## src/hw/rv32_decode_pkg.sv

```systemverilog
package rv32_decode_pkg;

  // datapath and register file widths
  localparam int XLEN      = 32;
  localparam int REG_IDX_W = 5;

  // funct7 of the M extension reg-reg group
  localparam logic [6:0] MULDIV_FUNCT7 = 7'b000_0001;
  // instruction bit picking sub over add and sra over srl
  localparam int ALT_FUNCT7_BIT = 30;

  // privileged codes, held in the I-immediate field
  localparam logic [11:0] PRIV_ECALL  = 12'h000;
  localparam logic [11:0] PRIV_EBREAK = 12'h001;
  localparam logic [11:0] PRIV_WFI    = 12'h105;
  localparam logic [11:0] PRIV_MRET   = 12'h302;

  // arithmetic funct3, shared by reg-reg and reg-imm forms
  localparam logic [2:0] F3_ADDSUB = 3'b000;
  localparam logic [2:0] F3_SLL    = 3'b001;
  localparam logic [2:0] F3_SLT    = 3'b010;
  localparam logic [2:0] F3_SLTU   = 3'b011;
  localparam logic [2:0] F3_XOR    = 3'b100;
  localparam logic [2:0] F3_SR     = 3'b101;
  localparam logic [2:0] F3_OR     = 3'b110;
  localparam logic [2:0] F3_AND    = 3'b111;

  // SYSTEM funct3
  localparam logic [2:0] F3_PRIV   = 3'b000;
  localparam logic [2:0] F3_CSRRW  = 3'b001;
  localparam logic [2:0] F3_CSRRS  = 3'b010;
  localparam logic [2:0] F3_CSRRC  = 3'b011;
  localparam logic [2:0] F3_CSRRWI = 3'b101;
  localparam logic [2:0] F3_CSRRSI = 3'b110;
  localparam logic [2:0] F3_CSRRCI = 3'b111;

  // MISC-MEM funct3
  localparam logic [2:0] F3_FENCEI = 3'b001;

  typedef logic [XLEN-1:0]      word_t;
  typedef logic [REG_IDX_W-1:0] reg_idx_t;
  typedef logic [2:0]           funct3_t;
  typedef logic [6:0]           funct7_t;
  typedef logic [11:0]          csr_addr_t;

  // base opcodes, all-zero word decodes as legal
  typedef enum logic [6:0] {
    ZERO    = 7'b000_0000,
    LOAD    = 7'b000_0011,
    MISCMEM = 7'b000_1111,
    IMMED   = 7'b001_0011,
    AUIPC   = 7'b001_0111,
    STORE   = 7'b010_0011,
    REGREG  = 7'b011_0011,
    LUI     = 7'b011_0111,
    BRANCH  = 7'b110_0011,
    JALR    = 7'b110_0111,
    JAL     = 7'b110_1111,
    SYSTEM  = 7'b111_0011
  } opcode_t;

  typedef enum logic [3:0] {
    ALU_ADD, ALU_SUB, ALU_SLL, ALU_SRL, ALU_SRA,
    ALU_AND, ALU_OR, ALU_XOR, ALU_SLT, ALU_SLTU
  } alu_op_t;

  // write-back mux source
  typedef enum logic [2:0] {LOAD_SRC, JUMP_SRC, LUI_SRC, ALU_SRC, CSR_SRC} w_src_t;

  // functional unit class
  typedef enum logic [1:0] {ARITH_S, MUL_S, DIV_S, LOADSTORE_S} sfu_t;

  typedef enum logic [1:0] {SIGNED, UNSIGNED, SIGNED_UNSIGNED} sign_t;

  // operand mux selects
  typedef logic [1:0] src_a_sel_t;
  typedef logic [1:0] src_b_sel_t;

endpackage

```

## src/hw/exec_ctrl_stage.sv

```systemverilog
`timescale 1ns/1ps

module exec_ctrl_stage import rv32_decode_pkg::*; (
  input  logic       CLK,
  input  logic       arst_n_i,
  input  logic       field_valid_i,
  input  opcode_t    opcode_i,
  input  funct3_t    funct3_i,
  input  funct7_t    funct7_i,
  input  reg_idx_t   rd_i,
  input  reg_idx_t   rs1_i,
  input  reg_idx_t   rs2_i,
  input  word_t      imm_i,
  input  logic       csr_rw_valid_i,
  output logic       ctrl_valid_o,
  output reg_idx_t   rd_o,
  output reg_idx_t   rs1_o,
  output reg_idx_t   rs2_o,
  output word_t      imm_o,
  output logic       wen_o,
  output w_src_t     w_src_o,
  output src_a_sel_t src_a_sel_o,
  output src_b_sel_t src_b_sel_o,
  output alu_op_t    alu_op_o,
  output sfu_t       sfu_o,
  output sign_t      sign_o,
  output logic       mul_high_o,
  output logic       div_quot_o,
  output logic       dren_o,
  output logic       dwen_o,
  output logic       branch_o,
  output funct3_t    branch_type_o,
  output logic       jump_o,
  output logic       j_sel_o,
  output logic       illegal_o
);

  logic       wen_d;
  w_src_t     w_src_d;
  src_a_sel_t src_a_d;
  src_b_sel_t src_b_d;
  alu_op_t    alu_op_d;
  sfu_t       sfu_d;
  sign_t      sign_d;
  logic       illegal_d;
  logic       is_imm;
  logic       is_rr;
  logic       alt;

  // funct7 bit 5 is instruction bit 30
  assign alt    = funct7_i[ALT_FUNCT7_BIT-25];
  assign is_imm = (opcode_i == IMMED);
  assign is_rr  = (opcode_i == REGREG);

  always_comb begin
    case (opcode_i)
      IMMED, LUI, AUIPC, REGREG, JAL, JALR, LOAD : wen_d = 1'b1;
      // csr ops write rd, priv ops do not
      SYSTEM  : wen_d = csr_rw_valid_i;
      default : wen_d = 1'b0;
    endcase
    case (opcode_i)
      LOAD                 : w_src_d = LOAD_SRC;
      JAL, JALR            : w_src_d = JUMP_SRC;
      LUI                  : w_src_d = LUI_SRC;
      IMMED, AUIPC, REGREG : w_src_d = ALU_SRC;
      SYSTEM               : w_src_d = CSR_SRC;
      default              : w_src_d = LOAD_SRC;
    endcase
    // a: 0 rs1, 1 store path, 2 pc
    case (opcode_i)
      REGREG, IMMED, LOAD, BRANCH, JALR, SYSTEM : src_a_d = 2'd0;
      STORE   : src_a_d = 2'd1;
      default : src_a_d = 2'd2;
    endcase
    // b: 0 store imm, 1 rs2, 2 imm, 3 upper imm
    case (opcode_i)
      STORE       : src_b_d = 2'd0;
      IMMED, LOAD : src_b_d = 2'd2;
      AUIPC       : src_b_d = 2'd3;
      default     : src_b_d = 2'd1;
    endcase
  end

  // alu op, first match wins
  always_comb begin
    if ((is_imm || is_rr) && funct3_i == F3_SLL)
      alu_op_d = ALU_SLL;
    else if ((is_imm || is_rr) && funct3_i == F3_SR)
      alu_op_d = alt ? ALU_SRA : ALU_SRL;
    else if (is_rr && funct3_i == F3_ADDSUB)
      alu_op_d = alt ? ALU_SUB : ALU_ADD;
    else if ((is_imm || is_rr) && funct3_i == F3_AND)
      alu_op_d = ALU_AND;
    else if ((is_imm || is_rr) && funct3_i == F3_OR)
      alu_op_d = ALU_OR;
    else if ((is_imm || is_rr) && funct3_i == F3_XOR)
      alu_op_d = ALU_XOR;
    else if ((is_imm || is_rr) && funct3_i == F3_SLT)
      alu_op_d = ALU_SLT;
    else if ((is_imm || is_rr) && funct3_i == F3_SLTU)
      alu_op_d = ALU_SLTU;
    else
      // addi, load, store, auipc and the rest
      alu_op_d = ALU_ADD;
  end

  always_comb begin
    if (is_rr && funct7_i == MULDIV_FUNCT7)
      sfu_d = funct3_i[2] ? DIV_S : MUL_S;
    else if (opcode_i == LOAD || opcode_i == STORE)
      sfu_d = LOADSTORE_S;
    else
      sfu_d = ARITH_S;
    // mulhsu is the only mixed case
    case (funct3_i)
      3'b011, 3'b101, 3'b111 : sign_d = UNSIGNED;
      3'b010                 : sign_d = SIGNED_UNSIGNED;
      default                : sign_d = SIGNED;
    endcase
  end

  always_comb begin
    case (opcode_i)
      // funct7 bit 0 only legal as the M group
      REGREG : illegal_d = funct7_i[0] && (funct7_i != MULDIV_FUNCT7);
      LUI, AUIPC, JAL, JALR, BRANCH, LOAD, STORE,
      IMMED, SYSTEM, MISCMEM, ZERO : illegal_d = 1'b0;
      default : illegal_d = 1'b1;
    endcase
  end

  always_ff @(posedge CLK or negedge arst_n_i) begin
    if (!arst_n_i) begin
      ctrl_valid_o  <= 1'b0;
      rd_o          <= '0;
      rs1_o         <= '0;
      rs2_o         <= '0;
      imm_o         <= '0;
      wen_o         <= 1'b0;
      w_src_o       <= LOAD_SRC;
      src_a_sel_o   <= '0;
      src_b_sel_o   <= '0;
      alu_op_o      <= ALU_ADD;
      sfu_o         <= ARITH_S;
      sign_o        <= SIGNED;
      mul_high_o    <= 1'b0;
      div_quot_o    <= 1'b0;
      dren_o        <= 1'b0;
      dwen_o        <= 1'b0;
      branch_o      <= 1'b0;
      branch_type_o <= '0;
      jump_o        <= 1'b0;
      j_sel_o       <= 1'b0;
      illegal_o     <= 1'b0;
    end else begin
      ctrl_valid_o  <= field_valid_i;
      rd_o          <= rd_i;
      rs1_o         <= rs1_i;
      rs2_o         <= rs2_i;
      imm_o         <= imm_i;
      wen_o         <= wen_d;
      w_src_o       <= w_src_d;
      src_a_sel_o   <= src_a_d;
      src_b_sel_o   <= src_b_d;
      alu_op_o      <= alu_op_d;
      sfu_o         <= sfu_d;
      sign_o        <= sign_d;
      // mulh/mulhsu/mulhu take the upper word
      mul_high_o    <= |funct3_i[1:0];
      // div/divu versus rem/remu
      div_quot_o    <= (sfu_d == DIV_S) && !funct3_i[1];
      dren_o        <= (opcode_i == LOAD);
      dwen_o        <= (opcode_i == STORE);
      branch_o      <= (opcode_i == BRANCH);
      branch_type_o <= funct3_i;
      jump_o        <= (opcode_i == JAL) || (opcode_i == JALR);
      // pc-relative target only for jal
      j_sel_o       <= (opcode_i == JAL);
      illegal_o     <= illegal_d;
    end
  end

endmodule

```

## src/hw/instr_field_stage.sv

```systemverilog
`timescale 1ns/1ps

module instr_field_stage import rv32_decode_pkg::*; (
  input  logic     CLK,
  input  logic     arst_n_i,
  input  logic     instr_valid_i,
  input  word_t    instr_i,
  output logic     field_valid_o,
  output opcode_t  opcode_o,
  output funct3_t  funct3_o,
  output funct7_t  funct7_o,
  output reg_idx_t rd_o,
  output reg_idx_t rs1_o,
  output reg_idx_t rs2_o,
  output word_t    imm_o
);

  logic  valid_q;
  word_t instr_q;

  // format immediates, sign taken from bit 31
  word_t imm_i_fmt;
  word_t imm_s_fmt;
  word_t imm_b_fmt;
  word_t imm_j_fmt;
  word_t imm_u_fmt;

  // instruction register, loaded every edge
  always_ff @(posedge CLK or negedge arst_n_i) begin
    if (!arst_n_i) begin
      valid_q <= 1'b0;
      instr_q <= '0;
    end else begin
      valid_q <= instr_valid_i;
      instr_q <= instr_i;
    end
  end

  assign field_valid_o = valid_q;

  // fixed field positions
  assign opcode_o = opcode_t'(instr_q[6:0]);
  assign rd_o     = instr_q[11:7];
  assign funct3_o = instr_q[14:12];
  assign rs1_o    = instr_q[19:15];
  assign rs2_o    = instr_q[24:20];
  assign funct7_o = instr_q[31:25];

  assign imm_i_fmt = {{20{instr_q[31]}}, instr_q[31:20]};
  assign imm_s_fmt = {{20{instr_q[31]}}, instr_q[31:25], instr_q[11:7]};
  // branch offset, bit 0 always zero
  assign imm_b_fmt = {{19{instr_q[31]}}, instr_q[31], instr_q[7],
                      instr_q[30:25], instr_q[11:8], 1'b0};
  // jal offset, scrambled across the upper bits
  assign imm_j_fmt = {{11{instr_q[31]}}, instr_q[31], instr_q[19:12],
                      instr_q[20], instr_q[30:21], 1'b0};
  assign imm_u_fmt = {instr_q[31:12], 12'b0};

  // one immediate per format
  // shift-immediates keep the I form, shamt sits in imm[4:0]
  always_comb begin
    case (opcode_o)
      IMMED, LOAD, JALR, SYSTEM : imm_o = imm_i_fmt;
      STORE                     : imm_o = imm_s_fmt;
      BRANCH                    : imm_o = imm_b_fmt;
      JAL                       : imm_o = imm_j_fmt;
      LUI, AUIPC                : imm_o = imm_u_fmt;
      default                   : imm_o = '0;
    endcase
  end

endmodule

```

## src/hw/rv32_decode_pipe.sv

```systemverilog
`timescale 1ns/1ps

module rv32_decode_pipe import rv32_decode_pkg::*; (
  input  logic       CLK,
  input  logic       arst_n_i,
  input  logic       instr_valid_i,
  input  word_t      instr_i,
  // exec controls
  output logic       ctrl_valid_o,
  output reg_idx_t   rd_o,
  output reg_idx_t   rs1_o,
  output reg_idx_t   rs2_o,
  output word_t      imm_o,
  output logic       wen_o,
  output w_src_t     w_src_o,
  output src_a_sel_t src_a_sel_o,
  output src_b_sel_t src_b_sel_o,
  output alu_op_t    alu_op_o,
  output sfu_t       sfu_o,
  output sign_t      sign_o,
  output logic       mul_high_o,
  output logic       div_quot_o,
  output logic       dren_o,
  output logic       dwen_o,
  output logic       branch_o,
  output funct3_t    branch_type_o,
  output logic       jump_o,
  output logic       j_sel_o,
  output logic       illegal_o,
  // system controls
  output logic       mret_o,
  output logic       ecall_o,
  output logic       ebreak_o,
  output logic       wfi_o,
  output logic       csr_swap_o,
  output logic       csr_set_o,
  output logic       csr_clr_o,
  output logic       csr_imm_o,
  output logic       csr_instr_o,
  output csr_addr_t  csr_addr_o,
  output word_t      csr_zimm_o,
  output logic       ifence_o
);

  // stage 1 to stage 2
  logic     f_valid;
  opcode_t  f_opcode;
  funct3_t  f_funct3;
  funct7_t  f_funct7;
  reg_idx_t f_rd;
  reg_idx_t f_rs1;
  reg_idx_t f_rs2;
  word_t    f_imm;
  // sys decode into exec write enable
  logic     csr_rw_valid;

  instr_field_stage u_field (
    .CLK           (CLK),
    .arst_n_i      (arst_n_i),
    .instr_valid_i (instr_valid_i),
    .instr_i       (instr_i),
    .field_valid_o (f_valid),
    .opcode_o      (f_opcode),
    .funct3_o      (f_funct3),
    .funct7_o      (f_funct7),
    .rd_o          (f_rd),
    .rs1_o         (f_rs1),
    .rs2_o         (f_rs2),
    .imm_o         (f_imm)
  );

  exec_ctrl_stage u_exec (
    .CLK            (CLK),
    .arst_n_i       (arst_n_i),
    .field_valid_i  (f_valid),
    .opcode_i       (f_opcode),
    .funct3_i       (f_funct3),
    .funct7_i       (f_funct7),
    .rd_i           (f_rd),
    .rs1_i          (f_rs1),
    .rs2_i          (f_rs2),
    .imm_i          (f_imm),
    .csr_rw_valid_i (csr_rw_valid),
    .ctrl_valid_o   (ctrl_valid_o),
    .rd_o           (rd_o),
    .rs1_o          (rs1_o),
    .rs2_o          (rs2_o),
    .imm_o          (imm_o),
    .wen_o          (wen_o),
    .w_src_o        (w_src_o),
    .src_a_sel_o    (src_a_sel_o),
    .src_b_sel_o    (src_b_sel_o),
    .alu_op_o       (alu_op_o),
    .sfu_o          (sfu_o),
    .sign_o         (sign_o),
    .mul_high_o     (mul_high_o),
    .div_quot_o     (div_quot_o),
    .dren_o         (dren_o),
    .dwen_o         (dwen_o),
    .branch_o       (branch_o),
    .branch_type_o  (branch_type_o),
    .jump_o         (jump_o),
    .j_sel_o        (j_sel_o),
    .illegal_o      (illegal_o)
  );

  sys_ctrl_stage u_sys (
    .CLK            (CLK),
    .arst_n_i       (arst_n_i),
    .opcode_i       (f_opcode),
    .funct3_i       (f_funct3),
    .rs1_i          (f_rs1),
    .imm_i          (f_imm),
    .csr_rw_valid_o (csr_rw_valid),
    .mret_o         (mret_o),
    .ecall_o        (ecall_o),
    .ebreak_o       (ebreak_o),
    .wfi_o          (wfi_o),
    .csr_swap_o     (csr_swap_o),
    .csr_set_o      (csr_set_o),
    .csr_clr_o      (csr_clr_o),
    .csr_imm_o      (csr_imm_o),
    .csr_instr_o    (csr_instr_o),
    .csr_addr_o     (csr_addr_o),
    .csr_zimm_o     (csr_zimm_o),
    .ifence_o       (ifence_o)
  );

endmodule

```

## src/hw/sys_ctrl_stage.sv

```systemverilog
`timescale 1ns/1ps

module sys_ctrl_stage import rv32_decode_pkg::*; (
  input  logic      CLK,
  input  logic      arst_n_i,
  input  opcode_t   opcode_i,
  input  funct3_t   funct3_i,
  input  reg_idx_t  rs1_i,
  input  word_t     imm_i,
  output logic      csr_rw_valid_o,
  output logic      mret_o,
  output logic      ecall_o,
  output logic      ebreak_o,
  output logic      wfi_o,
  output logic      csr_swap_o,
  output logic      csr_set_o,
  output logic      csr_clr_o,
  output logic      csr_imm_o,
  output logic      csr_instr_o,
  output csr_addr_t csr_addr_o,
  output word_t     csr_zimm_o,
  output logic      ifence_o
);

  logic      is_sys;
  logic      is_priv;
  csr_addr_t imm12;
  logic      swap_d;
  logic      set_d;
  logic      clr_d;
  logic      imm_form_d;

  assign is_sys  = (opcode_i == SYSTEM);
  assign is_priv = is_sys && (funct3_i == F3_PRIV);
  // raw I field, priv code or csr number
  assign imm12   = imm_i[11:0];

  // csr op kind, immediate forms mirror the rs1 forms
  assign swap_d     = is_sys && (funct3_i == F3_CSRRW || funct3_i == F3_CSRRWI);
  assign set_d      = is_sys && (funct3_i == F3_CSRRS || funct3_i == F3_CSRRSI);
  assign clr_d      = is_sys && (funct3_i == F3_CSRRC || funct3_i == F3_CSRRCI);
  assign imm_form_d = is_sys && (funct3_i == F3_CSRRWI || funct3_i == F3_CSRRSI ||
                                 funct3_i == F3_CSRRCI);

  // feeds the exec stage write enable in the same cycle
  assign csr_rw_valid_o = swap_d | set_d | clr_d;

  always_ff @(posedge CLK or negedge arst_n_i) begin
    if (!arst_n_i) begin
      mret_o      <= 1'b0;
      ecall_o     <= 1'b0;
      ebreak_o    <= 1'b0;
      wfi_o       <= 1'b0;
      csr_swap_o  <= 1'b0;
      csr_set_o   <= 1'b0;
      csr_clr_o   <= 1'b0;
      csr_imm_o   <= 1'b0;
      csr_instr_o <= 1'b0;
      csr_addr_o  <= '0;
      csr_zimm_o  <= '0;
      ifence_o    <= 1'b0;
    end else begin
      mret_o      <= is_priv && (imm12 == PRIV_MRET);
      ecall_o     <= is_priv && (imm12 == PRIV_ECALL);
      ebreak_o    <= is_priv && (imm12 == PRIV_EBREAK);
      wfi_o       <= is_priv && (imm12 == PRIV_WFI);
      csr_swap_o  <= swap_d;
      csr_set_o   <= set_d;
      csr_clr_o   <= clr_d;
      csr_imm_o   <= imm_form_d;
      csr_instr_o <= is_sys;
      csr_addr_o  <= imm12;
      // uimm5 lives in the rs1 slot
      csr_zimm_o  <= {{(XLEN-REG_IDX_W){1'b0}}, rs1_i};
      ifence_o    <= (opcode_i == MISCMEM) && (funct3_i == F3_FENCEI);
    end
  end

endmodule

```

## config.mk

```make
export PLATFORM = sky130hd
export DESIGN_NAME = rv32_decode_pipe
export DESIGN_NICKNAME = d
export VERILOG_FILES = /design/src/hw/rv32_decode_pkg.sv /design/src/hw/exec_ctrl_stage.sv /design/src/hw/instr_field_stage.sv /design/src/hw/rv32_decode_pipe.sv /design/src/hw/sys_ctrl_stage.sv
export SDC_FILE = /design/constraint.sdc
export NUM_CORES = 1
export LEC_CHECK = 0
export BUFFER_PORTS_ARGS = -buffer_cell sky130_fd_sc_hd__buf_4
export CAP_MARGIN = 10
export CELL_PAD_IN_SITES_DETAIL_PLACEMENT = 2
export CELL_PAD_IN_SITES_GLOBAL_PLACEMENT = 2
export CORE_MARGIN = 3
export CORE_UTILIZATION = 28
export DETAILED_ROUTE_END_ITERATION = 7
export PLACE_DENSITY = 0.76
export SLEW_MARGIN = 0
export SYNTH_ARGS = -nofsm -noshare
export SYNTH_HDL_FRONTEND = slang
export SYNTH_SLANG_ARGS = --single-unit
export TNS_END_PERCENT = 30
```

## constraint.sdc

```tcl
create_clock -name CLK -period 1.8 [get_ports CLK]
set_input_delay 0.09 -clock CLK [delete_from_list [all_inputs] [get_ports CLK]]
set_output_delay 0.09 -clock CLK [all_outputs]
set_load 0.01 [all_outputs]
```

==> impl_results.md <==
* Status: finished with violations
* Failing checks: negative setup slack
* Clock Pin Slew Worst Setup and Hold Paths at 0.06 ns
* CTS tree: done
* Asr flop ratio synth at 100%
* Largest net degree at the start of global routing at 49
* WP data required at around 2.1 ns
* Final net count at 581
* Iter 0 DRT Violations at 136
* Commonest non-fill, non-tap cell in the layout: buf_4
* Worst R2R End: u_sys.mret_o$_DFF_PN0_
* Buffers on Ports at approximately 140
* Achievable frequency at 0.506 GHz
* Flop2flop setup slack at -0.18 ns
* DR WL/cell at 20.8 um
* # DRC at 0
* Core ar. at 14900 sq um
* Clk_skew at ~0.016 ns
* Max_cap viols at 0
* Finished Cell Area at 6840 sq um
* RSZ-0062 raised after global routing: true
* Crit start category: flip-flop
* HPWL Detailed at 10.1 mm
* Ys flop type: dfrtp_1
* CP arrival at 2.28 ns
* YS warnings at 0
* Max rail drop VDD at 0.648 mV
* Minimum clock period at between 1.5 and 2 ns
* Crit path max fanout at 6
* Hold_ws at 0.161 ns
* Top cells by area, synth: dfrtp_1, buf_4, a21o_1
* Pre-CTS WS at -0.311 ns
* Most used cell, CP: buf_4
* Final setup viols at 5
* Total power at 6.84 mW
* Die ar. at 17100 sq um
* DRT Pass-1 Iters at 4
* Critical path's largest stage delay at 0.45 ns
* Util after Layout at 46.0%
* Critical Path Slowest Stage Cell: dfrtp_2
* Fin worst setup slack at -0.177 ns
* Netlist cell types at 46
* Mapped Avg Cell Area at 13.0 sq um
* CP startpoint: u_field.instr_q[2]$_DFF_PN0_
* Yosys reg bits at 118
* Row count at 44
* Register area share after synthesis at 67.9%
* First-pass GRT wire length at 22.1 mm
* Mapped Cells at 334
* Area after DPL at 5680 sq um
* DR vias/cell at around 4.6
* Bufs on Longest Clock Path at 2
* Die W at 131 um
* Post-synthesis cell area at ~4400 sq um
* Final Hold Fails at 0
* # H-tree levels at 4
* Total grt overflow at 0
* Skew-Pair Late Insertion Delay at about 0.42 ns
* Non-filler instance count after layout at between 700 and 800
* Pins Over Slew Limit at 0
* Final wirelength at 15.5 mm
* Final Cycle Share at 110%
* Vias in the first global route at 3747
* Placed cells at approximately 670
* Share of cells above drive strength 1 at a little under half
* Initial core utilization at 29.3%
* Synth top area share at 67.9%
* Total track usage at 17.4%
* Max-slew headroom at the worst pin at 57.9%
* GPL Wtd Cong at 0.797
* # IOs at 164
* Cell taking the most area after synthesis: dfrtp_1
* CTS buffer count at 17
* CP endpoint kind: flip-flop
* Static leakage at 3.61 nW
* Critical path, cell by cell: or3b_4, a21oi_4, buf_4, a211oi_2, buf_4, nor2_2, nor4b_4
* Crit path to: u_sys.mret_o$_DFF_PN0_
* PwrDens at around 1000 nW/um^2
* Die Span Y at 131 um
* Worst-Margin Slew at a little over 0.6 ns
* Total negative slack at -0.526 ns
* DRT antenna net count at 0
* Reg2reg path depth at 7
* Hold crit path type: input pin to async pin
* Area grow syn2layout at 57.1%
* EDFF count, synth at 0
* DR vias at 3411
* R2r startpoint: u_field.instr_q[2]$_DFF_PN0_
* # clock sinks at 118
* Initial antenna violation count at 0
* Commonest non-fill, non-tap cells in the layout: buf_4, dfrtp_1, dlygate4sd3_1, conb_1, a21o_1
* Antenna Cells at 0
* Clock root cell: clkbuf_16
* Crit path kind: flip-flop to flip-flop
registers in the layout, indices dropped and copies added, names as in the netlist, 2 cells and up:
| name | cells |
|---|---|
| u_exec.w_src_o | 3 |
| u_exec.branch_type_o | 3 |
| u_exec.sign_o | 2 |
| u_exec.src_b_sel_o | 2 |
| u_exec.rs2_o | 5 |
| u_sys.csr_addr_o | 11 |
| u_exec.sfu_o | 2 |
| u_exec.imm_o | 21 |
| u_sys.csr_zimm_o | 5 |
| u_field.instr_q | 32 |
| u_exec.rd_o | 5 |
| u_exec.src_a_sel_o | 2 |
| u_exec.alu_op_o | 4 |
cells by family after synthesis:
| family | share of synthesized area, % |
|---|---|
| DFF | 67.9 |
| muxes | 0.489 |
| and+or+nand+nor | 12.4 |
| other | 0.0862 |
| buffers and inverters | 10.0 |
| AOI/OAI and AO/OA | 9.09 |
worst min-delay path by stage:
stage / start / to / slack (ns) / depth (start not counted)
4_1_cts: arst_n_i / u_exec.imm_o[26]$_DFF_PN0_ / 0.14 / 2
3_3_place_gp: arst_n_i / u_sys.csr_addr_o[6]$_DFF_PN0_ / 0.04 / 1
6_report: arst_n_i / u_field.instr_q[27]$_DFF_PN0_ / 0.16 / 2
3_5_place_dp: arst_n_i / u_exec.imm_o[26]$_DFF_PN0_ / 0.05 / 1
5_1_grt: arst_n_i / u_field.instr_q[27]$_DFF_PN0_ / 0.19 / 2
2_1_floorplan: arst_n_i / u_exec.alu_op_o[0]$_DFF_PN0_ / -0.21 / 0
synth_stat cells, types with 3 or more instances:
cell      count
buf_4        45
or2_2         5
nand4b_1      4
nor2b_1       4
inv_1         8
nand4_1       4
a21oi_1       6
clkbuf_1      9
nor4_1        3
a211oi_1      5
and2_1        7
buf_2         4
nand2b_1      3
nor3_1        7
and3_1       13
nand3_1       4
nand2_1      11
a21o_1       21
dfrtp_1     118
o21ai_0       7
nor2_1       16
layout make-up:
| cell class | count | area (sq um) |
|---|---|---|
| clock inverter | 8 | 121 |
| inverter | 8 | 33.8 |
| timing repair buffer | 227 | 1830 |
| multi-input combinational | 174 | 1190 |
| tap | 184 | 230 |
| fill | 1489 | 8030 |
| sequential | 118 | 2960 |
| clock buffer | 24 | 482 |
critical path, delay by kind of cell, from the launching register on:
family / cells / cell delay (ns)
simple gates: 3 / 0.85
compound gates: 2 / 0.23
flops: 1 / 0.45
buf+inv: 2 / 0.34
power by group:
part	switching, mW	leakage, nW	internal [mW]	total (mW)
Clock	1.18	0.294	2.28	3.47
Sequential	0.0640	1.50	2.74	2.80
Combinational	0.293	1.82	0.274	0.567
Total	1.54	3.61	5.30	6.84
metal layers:
| layer | track usage, % | routed length [um] |
|---|---|---|
| met1 | 21.4 | 6310 |
| met2 | 30.4 | 8330 |
| met3 | 4.84 | 698 |
| met4 | 4.72 | 137 |
| met5 | 0 | 0 |
repair_timing:
action,in CTS,in global routing
endpoints found under the hold margin,148,0
pin swaps,1,6
buffers inserted,1,8
setup endpoints to repair,5,24
resized for setup,10,25
hold buffers,34,0
cloned,0,0
No activity file was read; power rests on OpenSTA's default activity.
